--- config.mk ---
export PLATFORM = sky130hd
export DESIGN_NAME = rv_exec_core
export DESIGN_NICKNAME = d
export VERILOG_FILES = /design/src/rtl/rv_pkg.sv /design/src/rtl/rv_alu.sv /design/src/rtl/rv_decode.sv /design/src/rtl/rv_gpr.sv /design/src/rtl/rv_exec_core.sv
export SDC_FILE = /design/constraint.sdc
export NUM_CORES = 2
export LEC_CHECK = 0
export ABC_AREA = 1
export BUFFER_PORTS_ARGS = -buffer_cell sky130_fd_sc_hd__buf_2
export CAP_MARGIN = 25
export CORE_AREA = 4 4 402 404
export DETAILED_ROUTE_END_ITERATION = 16
export DIE_AREA = 0 0 406 408
export PLACE_DENSITY = 0.58
export SYNTH_ARGS = -nofsm -noshare
export SYNTH_HDL_FRONTEND = slang
export SYNTH_HIERARCHICAL = 1
export SYNTH_SLANG_ARGS = --single-unit
export TNS_END_PERCENT = 30
--- constraint.sdc ---
create_clock -name clk -period 4.5 [get_ports clk]
set_clock_uncertainty 0.05 [all_clocks]
set_input_delay 0.9 -clock clk [delete_from_list [all_inputs] [get_ports clk]]
set_output_delay 0.9 -clock clk [all_outputs]
set_load 0.02 [all_outputs]
--- src/rtl/rv_pkg.sv ---
// rv_pkg: widths, rv32i opcode/funct encodings, alu operations and instruction formats
package rv_pkg;

  ////////////////////////////////////////
  // widths
  ////////////////////////////////////////

  localparam int unsigned xlen   = 32;  // data path width
  localparam int unsigned gpr_aw = 5;   // 32 gprs, 4 would be rv32e

  ////////////////////////////////////////
  // encodings
  ////////////////////////////////////////

  localparam logic [6:0] op_reg = 7'b0110011;  // OP, reg-reg
  localparam logic [6:0] op_imm = 7'b0010011;  // OP-IMM, reg-imm

  localparam logic [2:0] f3_add  = 3'b000;  // add/sub/addi
  localparam logic [2:0] f3_sll  = 3'b001;
  localparam logic [2:0] f3_slt  = 3'b010;
  localparam logic [2:0] f3_sltu = 3'b011;
  localparam logic [2:0] f3_xor  = 3'b100;
  localparam logic [2:0] f3_sr   = 3'b101;  // srl/sra, picked by funct7[5]
  localparam logic [2:0] f3_or   = 3'b110;
  localparam logic [2:0] f3_and  = 3'b111;

  // alu operation select
  typedef enum logic [3:0] {
    alu_add, alu_sub, alu_sll, alu_slt, alu_sltu,
    alu_xor, alu_srl, alu_sra, alu_or,  alu_and
  } alu_op_e;

  // one instruction word, two views
  typedef union packed {
    struct packed {
      logic [6:0] funct7;
      logic [4:0] rs2;
      logic [4:0] rs1;
      logic [2:0] funct3;
      logic [4:0] rd;
      logic [6:0] opcode;
    } r_fmt;
    struct packed {
      logic [11:0] imm12;  // sign bit in [11]
      logic [4:0]  rs1;
      logic [2:0]  funct3;
      logic [4:0]  rd;
      logic [6:0]  opcode;
    } i_fmt;
  } instr_t;

endpackage : rv_pkg

--- src/rtl/rv_alu.sv ---
// rv_alu: rv32i integer alu, arithmetic, logic, compares and shifts
`timescale 1ns/1ps

module rv_alu (
  input  logic [rv_pkg::xlen-1:0] a,
  input  logic [rv_pkg::xlen-1:0] b,
  input  rv_pkg::alu_op_e         alu_op,
  output logic [rv_pkg::xlen-1:0] y
);

  import rv_pkg::*;

  logic [4:0] shamt;  // low 5 bits only
  logic       lt_s;   // signed a < b
  logic       lt_u;   // unsigned a < b

  ////////////////////////////////////////
  // shared terms
  ////////////////////////////////////////

  assign shamt = b[4:0];
  assign lt_s  = $signed(a) < $signed(b);
  assign lt_u  = a < b;

  ////////////////////////////////////////
  // result mux
  ////////////////////////////////////////

  always_comb begin
    case (alu_op)
      alu_add:  y = a + b;
      alu_sub:  y = a - b;
      alu_sll:  y = a << shamt;
      alu_slt:  y = {{(xlen-1){1'b0}}, lt_s};
      alu_sltu: y = {{(xlen-1){1'b0}}, lt_u};
      alu_xor:  y = a ^ b;
      alu_srl:  y = a >> shamt;
      alu_sra:  y = $signed(a) >>> shamt;  // sign fill
      alu_or:   y = a | b;
      alu_and:  y = a & b;
      default:  y = '0;  // unused encodings
    endcase
  end

endmodule : rv_alu

--- src/rtl/rv_decode.sv ---
// rv_decode: splits an OP/OP-IMM word into regs, immediate, alu op and legality
`timescale 1ns/1ps

module rv_decode (
  input  rv_pkg::instr_t            instr,
  output logic [rv_pkg::gpr_aw-1:0] rs1,
  output logic [rv_pkg::gpr_aw-1:0] rs2,
  output logic [rv_pkg::gpr_aw-1:0] rd,
  output logic                      use_imm,  // operand b from imm
  output logic [rv_pkg::xlen-1:0]   imm,
  output rv_pkg::alu_op_e           alu_op,
  output logic                      legal
);

  import rv_pkg::*;

  logic [6:0] opcode;
  logic [2:0] funct3;
  logic [6:0] funct7;   // imm[11:5] on OP-IMM
  logic       f7_base;  // 0000000
  logic       f7_alt;   // 0100000
  logic       sub_sel;  // sub only exists on OP

  ////////////////////////////////////////
  // fields
  ////////////////////////////////////////

  assign opcode = instr.r_fmt.opcode;
  assign funct3 = instr.r_fmt.funct3;
  assign funct7 = instr.r_fmt.funct7;

  assign rs1 = instr.r_fmt.rs1;
  assign rs2 = instr.r_fmt.rs2;  // don't care on OP-IMM
  assign rd  = instr.r_fmt.rd;

  // i-type immediate, sign extended
  assign imm     = {{(xlen-12){instr.i_fmt.imm12[11]}}, instr.i_fmt.imm12};
  assign use_imm = (opcode == op_imm);

  assign f7_base = (funct7 == 7'b0000000);
  assign f7_alt  = (funct7 == 7'b0100000);
  assign sub_sel = (opcode == op_reg) & f7_alt;

  ////////////////////////////////////////
  // alu op
  ////////////////////////////////////////

  always_comb begin
    alu_op = alu_add;
    case (funct3)
      f3_add:  alu_op = sub_sel ? alu_sub : alu_add;
      f3_sll:  alu_op = alu_sll;
      f3_slt:  alu_op = alu_slt;
      f3_sltu: alu_op = alu_sltu;
      f3_xor:  alu_op = alu_xor;
      f3_sr:   alu_op = f7_alt ? alu_sra : alu_srl;  // same bit on both formats
      f3_or:   alu_op = alu_or;
      f3_and:  alu_op = alu_and;
    endcase
  end

  // legality
  always_comb begin
    case (opcode)
      op_reg: legal = f7_base | f7_alt;
      op_imm: begin
        case (funct3)
          f3_sll:  legal = f7_base;           // slli, upper imm must be zero
          f3_sr:   legal = f7_base | f7_alt;  // srli / srai
          default: legal = 1'b1;              // plain immediate ops
        endcase
      end
      default: legal = 1'b0;  // not handled by this slice
    endcase
  end

endmodule : rv_decode

--- src/rtl/rv_gpr.sv ---
// rv_gpr: 32 entry register file, two async read ports, one write port with bypass
`timescale 1ns/1ps

module rv_gpr (
  input  logic                      clk,
  // write port, from write-back stage
  input  logic                      we,
  input  logic [rv_pkg::gpr_aw-1:0] waddr,
  input  logic [rv_pkg::xlen-1:0]   wdata,
  // read addresses
  input  logic [rv_pkg::gpr_aw-1:0] raddr1,
  input  logic [rv_pkg::gpr_aw-1:0] raddr2,
  // read data, already bypassed
  output logic [rv_pkg::xlen-1:0]   rdata1,
  output logic [rv_pkg::xlen-1:0]   rdata2
);

  import rv_pkg::*;

  logic            wen;       // qualified write enable
  logic            byp1;      // port 1 hits pending write
  logic            byp2;      // port 2 hits pending write
  logic [xlen-1:0] mem_rd1;   // raw array reads
  logic [xlen-1:0] mem_rd2;

  // inferred array, starts all zero
  logic [xlen-1:0] mem [0:2**gpr_aw-1] = '{default: '0};

  ////////////////////////////////////////
  // write
  ////////////////////////////////////////

  assign wen = we & (|waddr);  // x0 never stored

  always_ff @(posedge clk) begin
    if (wen) begin
      mem[waddr] <= wdata;
    end
  end

  ////////////////////////////////////////
  // read + bypass
  ////////////////////////////////////////

  assign mem_rd1 = mem[raddr1];
  assign mem_rd2 = mem[raddr2];

  // wen already excludes x0, so a hit means nonzero address
  assign byp1 = wen & (waddr == raddr1);
  assign byp2 = wen & (waddr == raddr2);

  assign rdata1 = (raddr1 == '0) ? '0 :     // x0 hard zero
                  byp1           ? wdata :  // same-cycle write
                                   mem_rd1;
  assign rdata2 = (raddr2 == '0) ? '0 :
                  byp2           ? wdata :
                                   mem_rd2;

endmodule : rv_gpr

--- src/rtl/rv_exec_core.sv ---
// rv_exec_core: register read, execute and write-back slice for rv32i alu instructions
`timescale 1ns/1ps

module rv_exec_core (
  input  logic                      clk,
  input  logic                      rst,
  input  logic                      instr_valid,  // one strobe per instruction
  input  rv_pkg::instr_t            instr,
  output logic                      wb_valid,
  output logic [rv_pkg::gpr_aw-1:0] wb_rd,
  output logic [rv_pkg::xlen-1:0]   wb_data,
  output logic                      illegal       // one cycle pulse
);

  import rv_pkg::*;

  logic [gpr_aw-1:0] rs1;
  logic [gpr_aw-1:0] rs2;
  logic [gpr_aw-1:0] rd;
  logic              use_imm;
  logic [xlen-1:0]   imm;
  alu_op_e           alu_op;
  logic              legal;
  logic [xlen-1:0]   rdata1;   // bypassed operands
  logic [xlen-1:0]   rdata2;
  logic [xlen-1:0]   alu_b;
  logic [xlen-1:0]   alu_y;

  ////////////////////////////////////////
  // decode, read, execute
  ////////////////////////////////////////

  rv_decode u_decode (
    .instr   (instr),
    .rs1     (rs1),
    .rs2     (rs2),
    .rd      (rd),
    .use_imm (use_imm),
    .imm     (imm),
    .alu_op  (alu_op),
    .legal   (legal)
  );

  // write port fed back from wb stage
  rv_gpr u_gpr (
    .clk    (clk),
    .we     (wb_valid),
    .waddr  (wb_rd),
    .wdata  (wb_data),
    .raddr1 (rs1),
    .raddr2 (rs2),
    .rdata1 (rdata1),
    .rdata2 (rdata2)
  );

  assign alu_b = use_imm ? imm : rdata2;  // OP-IMM takes the immediate

  rv_alu u_alu (
    .a      (rdata1),
    .b      (alu_b),
    .alu_op (alu_op),
    .y      (alu_y)
  );

  ////////////////////////////////////////
  // write-back stage
  ////////////////////////////////////////

  always_ff @(posedge clk) begin
    if (rst) begin
      wb_valid <= 1'b0;
      illegal  <= 1'b0;
    end else begin
      wb_valid <= instr_valid & legal;
      illegal  <= instr_valid & ~legal;  // no write, just flag it
    end
  end

  // payload, held until next legal instruction
  always_ff @(posedge clk) begin
    if (instr_valid && legal) begin
      wb_rd   <= rd;
      wb_data <= alu_y;
    end
  end

endmodule : rv_exec_core

[After elaboration in Yosys (flattened, before gate mapping)]
Memories as Yosys holds them, arrays and structs flattened.
Index checks and enable logic that the tools add are counted.
Storage, ports and cells
  register bits after elaboration: 39
  latch bits: 0
  bits in writable memories: 1024
  bits in read-only memories: 0
  output and inout bits: 39
  word-level logic and storage cells: 64
  memories: 1
Memory list
  u_gpr.mem: depth 32, bits a word 32, read ports 2, clocked after memory_dff 0, wr ports 1, line rv_gpr.sv:27  | logic [xlen-1:0] mem [0:2**gpr_aw-1] = '{default: '0};
Cells by class
  $add $sub $neg: 2
  multipliers: 0
  divide/modulo/power cells: 0
  order comparisons: 2
  eq/ne operators: 21
  shifts and indexed selects: 3
  mux-type cells: 13
  bitwise logic cells: 11
  reductions and logical operators: 7
Operators by type and width (count)
  32-bit one-hot mux with 10 select lines: 1
  32-bit 2-to-1 mux: 5
  32-bit < comparator: 2
  32-bit adder: 1
  32-bit bitwise AND: 1
  32-bit bitwise OR: 1
  4-bit one-hot mux with 8 select lines: 1
  32-bit by 5-bit << shifter with 32-bit output: 1
  32-bit by 5-bit right shift with 32-bit output: 1
  32-bit by 5-bit >>> shifter with 32-bit output: 1
  32-bit subtractor: 1
  32-bit bitwise XOR: 1
  4-bit by 3-bit equality test with 1-bit output, second input constant: 4
  7-bit by 6-bit equality test with 1-bit output, second input constant: 2
  3-bit equality test, second input constant: 4
  5-bit equality test: 2
  5-bit logical NOT: 2
  4-bit by 2-bit equality test with 1-bit output, second input constant: 2
  4-bit equality test, second input constant: 2
  7-bit by 5-bit equality test with 1-bit output, second input constant: 1
  7-bit logical NOT: 1
  1-bit bitwise AND: 6
  3-bit by 2-bit equality test with 1-bit output, second input constant: 2
  5-bit OR reduction: 1
  9 further kinds: 13

[Longest topological paths before layout]
  depth in word-level cells: 8
  mapped depth: 33

[By module]
Netlist, hierarchy kept.
Modules (own cells, without submodules)
  rv_gpr: instances 1, cells an instance 6186, area an instance 53745.3 µm², sequential area each 30749.5 µm²
  rv_alu: instances 1, cells an instance 2076, area an instance 10088.4 µm², sequential area each 0.0 µm²
  rv_exec_core: instances 1, cells an instance 149, area an instance 1665.3 µm², sequential area each 1151.1 µm²
  rv_decode: instances 1, cells an instance 84, area an instance 518.0 µm², sequential area each 0.0 µm²

[Worst setup path before layout]
Ideal clock, no wire load.
  path type: input to register
  from: input instr[21] (netlist bit)
  to: register wb_data[12] (netlist bit) (data pin)
  setup time: 0.261 ns
  arrival: 4.200 ns
  required time: 4.189 ns
  setup slack: -0.011 ns
  stages on the path: 27
  buffers on the path: 8
  path through: buf_4 -> buf_4 -> buf_6 -> buf_6 -> clkbuf_1 -> o211ai_1 -> nand3_1 -> nand3_1 -> nand2_1 -> nand2_1 -> a21oi_1 -> nand2_2 -> nand2_1 -> clkbuf_1 -> inv_1 -> clkbuf_1 -> buf_2 -> ha_1 -> nor2_1 -> nand2_1 -> nor2_1 -> nand2_1 -> nand3_1 -> xor2_1 -> nor2_1 -> nor2_1 -> nand3b_1
On the way
  longest elaborated chain between the ends: 7
  elaborated cells between the ends (all ways): 16
  those cells by class: add/sub: 2; eq/ne: 1; shift: 3; mux: 4; bitwise: 4; reduce/logical: 1; memory: 1
RTL lines
  from (decl): line rv_exec_core.sv:8  | input rv_pkg::instr_t instr,
  branches (longest 3 deep; another with memory read 32 x 32 bit)
  32-bit 2-to-1 mux *: line rv_gpr.sv:55  | assign rdata2 = (raddr2 == '0) ? '0 :
  named net rdata2[4]: line rv_exec_core.sv:25  | logic [xlen-1:0] rdata2;
  32-bit 2-to-1 mux *: line rv_exec_core.sv:56  | assign alu_b = use_imm ? imm : rdata2;
  named net alu_b[4]: line rv_exec_core.sv:26  | logic [xlen-1:0] alu_b;
  32-bit subtractor, or another cell as far along: line rv_alu.sv:32  | alu_sub: y = a - b;
  32-bit one-hot mux with 10 select lines *: line rv_alu.sv:30  | case (alu_op)
  named net alu_y[12]: line rv_exec_core.sv:27  | logic [xlen-1:0] alu_y;
  to (signal assigned): line rv_exec_core.sv:83  | wb_data <= alu_y;
  to (decl): line rv_exec_core.sv:11  | output logic [rv_pkg::xlen-1:0] wb_data,
Mark *: on every way through the listed nets, which the timed path passes.
A chain may end at the register's enable or synchronous reset.

[Worst setup path after layout]
  from: input instr[20] (netlist bit)
  to: register wb_data[20] (netlist bit) (data pin)
On the way
  longest elaborated chain between the ends: 7
  elaborated cells between the ends (all ways): 16
  those cells by class: add/sub: 2; eq/ne: 1; shift: 3; mux: 4; bitwise: 4; reduce/logical: 1; memory: 1
RTL lines (line)
  branches (longest 3 deep; another with memory read 32 x 32 bit)
  32-bit 2-to-1 mux *: rv_gpr.sv:55
  named net rdata2[16]: rv_exec_core.sv:25
  32-bit 2-to-1 mux *: rv_exec_core.sv:56
  named net alu_b[16]: rv_exec_core.sv:26
  32-bit subtractor or 32-bit adder (tied branches): rv_alu.sv:32, rv_alu.sv:31
  32-bit one-hot mux with 10 select lines *: rv_alu.sv:30
  named net alu_y[20]: rv_exec_core.sv:27
Marked as above.

==> metrics.csv <==
stage,metric,value,unit
status,status,"finished, final reports clean",
min_path,worstHoldPathType,in -> reg,
timing,slew_headroom,30.8,%
clock_tree,root_buffer,sky130_fd_sc_hd__clkbuf_16,
grt,grt_max_degree,71,
worst_setup_path,crit_top_cell,sky130_fd_sc_hd__nand2_1,
synth,post-synth-top-area-fraction,48.3,%
final_layout,synthToLayoutAreaGrowth,21.5,%
clock_tree,cts_htree_levels,3,
synth,synth_edf_count,1061,
place,gpl.final_weighted_congestion,1.00,
power,power.density_cell_area,345,nW/um^2
worst_setup_path,signal_arrival_time_at_the_worst_endpoint,4.84,ns
worst_setup_path,reg2regPathDepth,23,
grt,first_global_vias,60828,
timing,tightest_pin_transition,1.04,ns
synth,synth_top_flop_cell,sky130_fd_sc_hd__edfxtp_1,
grt,wire_length_of_the_first_global_routing_pass,411000,um
drt,wl_met3,28800,um
place,io_buffer_count,73,
synth,synth_cells,8495,
synth,post_synth.cell_area_avg,7.77,sq um
drt,maxUsedRoutingLayer,met5,
timing,max_clk_rate,0.228,GHz
run,max_cap_viols,0,
synth,yosys_register_bits,1063,
drt,detail_route.wl_per_cell,25.1,um
clock_tree,tritoncts,done,
drt,detailedRoute.firstIterationViolations,8484,
synth,synth.yosys.warnings,6,
final_layout,postLayoutCoreUtil,50.8,%
timing,final-setup-viol-count,0,
clock_tree,clock_sink_count,1063,
synth,netlist_top_cells_count,"2554 x sky130_fd_sc_hd__nand2_1, 1452 x sky130_fd_sc_hd__nand3_1, 1061 x sky130_fd_sc_hd__edfxtp_1",
power,ir_worst_vdd,328,uV
timing,period_share,97.5,%
synth,synth_top_cells_by_area,"sky130_fd_sc_hd__edfxtp_1 48%, sky130_fd_sc_hd__nand2_1 15%, sky130_fd_sc_hd__nand3_1 11%",
synth,synth_area,66000,sq um
drt,route.final.wire_length,285000,um
worst_setup_path,timing.critical_path.from_type,input port,
synth,synth.most_common_cell,sky130_fd_sc_hd__nand2_1,
worst_setup_path,path_class,in -> reg,
synth,post-synth-top-area-cell,sky130_fd_sc_hd__edfxtp_1,
final_layout,layout-drive-gt1-share,16.3,%
grt,grt.total_usage,33.5,%
drt,route.antenna.remaining_nets,0,
die,die_area,166000,sq um
final_layout,final_net_count,9360,
clock_tree,clk_latency,0.77,ns
place,dp.final_hpwl,199000,um
power,static-leakage-power,35.3,nW
drt,first_pass_iters,6,
drt,drc,0,
die,design.core.area,158000,sq um
timing,fin_crit,4.39,ns
synth,ys_types,54,
drt,num_vias,65154,
die,design.portCount,74,
clock_tree,cts_max_path_buffers,3,
worst_setup_path,cp.required,4.95,ns
timing,final-hold-violation-count,0,
worst_setup_path,worst_path_fanout_max,28,
clock_tree,cts_made_buffers,121,
worst_setup_path,crit_path_max_incr_delay,0.38,ns
drt,ratio_of_routed_vias_to_standard_cells,5.72,
die,dieHeight,408,um
clock_tree,path_clk_slew,0.06,ns
min_path,whs_path_depth,1,
die,die_width,406,um
drt,wl_met2,126000,um
die,rows,146,
timing,holdWs,0.266,ns
synth,synth_sequential_area_ratio,48.3,%
drt,m1_wl,116000,um
worst_setup_path,cell_type_of_the_slowest_stage_on_the_worst_timing_path,sky130_fd_sc_hd__ha_1,
die,starting_utilization_of_the_core_area,41.8,%
final_layout,regArea,31900,sq um
timing,maxSlewViolCount,0,
final_layout,instances_no_fill,11388,
final_layout,fillCellCount,14999,
place,place.detailed.instances,11167,
final_layout,multi_input_area,28000,sq um
grt,initial_antenna_violation_count,4,
final_layout,antenna_cells,0,
synth,async_s_r_ff_share_synth,0,%
grt,global_route.overflow_total,0,
worst_setup_path,worst_setup_path_end_kind,flip-flop,
==> cell families (layout without fill, tap and decap cells) <==
logic type               Yosys count  after routing  share of synthesized area [%]
AND/OR/NAND/NOR                 4716           4716                           30.2
XOR/XNOR                           8              8                          0.106
other                              1             32                        0.00568
buffers and inverters           1501           2291                           9.89
AO/OA/AOI/OAI                   1104           1104                           9.49
adder cells (fa/ha/maj)          101            101                           1.94
flip-flops                      1063           1063                           48.3
multiplexers                       1              1                         0.0152
==> layout make-up <==
type / count / area share [%]
clock inverters: 67 / 0.899
well taps: 2072 / 3.23
repair buffers: 1164 / 12.9
multi-input cells: 5962 / 34.9
inverters: 912 / 4.32
clock buffers: 148 / 3.93
flip-flops and latches: 1063 / 39.8
==> power by group <==
group          leakage (nW)  internal (W)  total [W]  switching [W]
registers              9.70        0.0108     0.0108     0.00000474
clock network          1.87       0.00565    0.00992        0.00427
logic                  23.7       0.00269    0.00695        0.00427
==> state kept, by name, indices dropped and copies added (netlist names) <==
signal / count
illegal: 1
u_gpr/mem: 1024
wb_data: 32
wb_rd: 5
wb_valid: 1
==> cells in the final DEF (no fill, tap or decap), drive strengths merged, types with 5 or more instances in the layout <==
cell,Yosys,layout
nand2,2570,2570
nand3,1455,1455
buf,422,1164
edfxtp,1061,1061
inv,912,920
nor2,559,559
o21ai,476,476
a21oi,358,358
o211ai,215,215
clkbuf,167,148
ha,99,99
or2,54,54
clkinv,0,42
nand4,38,38
conb,1,32
nor3,23,23
o22ai,22,22
bufinv,0,12
o21bai,12,12
and2,7,7
nand3b,7,7
clkinvlp,0,5
o221ai,5,5
==> routing by layer <==
layer  global-route usage, %  vias up
met5                       0        -
met4                    14.8        2
met3                    5.77      697
met2                    52.1     3688
met1                    46.0    31036
li1                        -    29731
==> worst max-delay path, delay by kind of cell <==
family | cells | cell delay, ns
AO/OA/AOI/OAI | 3 | 0.41
adder cells (fa/ha/maj) | 1 | 0.38
buffers and inverters | 9 | 1.32
AND/OR/NAND/NOR | 15 | 1.79
==> timing repair <==
item | in CTS | in global routing
resized for setup | 1 | 17
hold buffers | 0 | 0
setup endpoints to repair | 2 | 16
pin swaps | 0 | 1
setup buffers | 0 | 6
==> stage by stage <==
| stage | setup TNS [ns] | area (sq um) | setup slack (ns) | power, W |
|---|---|---|---|---|
| 6_report | 0 | 80200 | 0.114 | 0.0276 |
| 3_5_place_dp | -13.01 | 76200 | -0.747 | 0.0177 |
| 5_1_grt | -0.00320 | 80200 | -0.00313 | 0.0286 |
| 3_3_place_gp | -13.50 | 76200 | -0.760 | 0.0177 |
| 2_1_floorplan | 0 | 66100 | 0.0298 | 0.0143 |
| 4_1_cts | 0 | 80100 | 0.0649 | 0.0276 |
==> path summary, 6_finish.rpt <==
path	start	to	slack [ns]
max	instr[20]	wb_data[20]$_DFFE_PP_	0.11
min	instr[8]	wb_rd[1]$_DFFE_PP_	0.27
max reg2reg	wb_rd[4]$_DFFE_PP_	wb_data[27]$_DFFE_PP_	0.12
min reg2reg	wb_data[27]$_DFFE_PP_	u_gpr/mem[6][27]$_DFFE_PP_	0.80
Note: power is estimated with default switching activity, not from simulation.
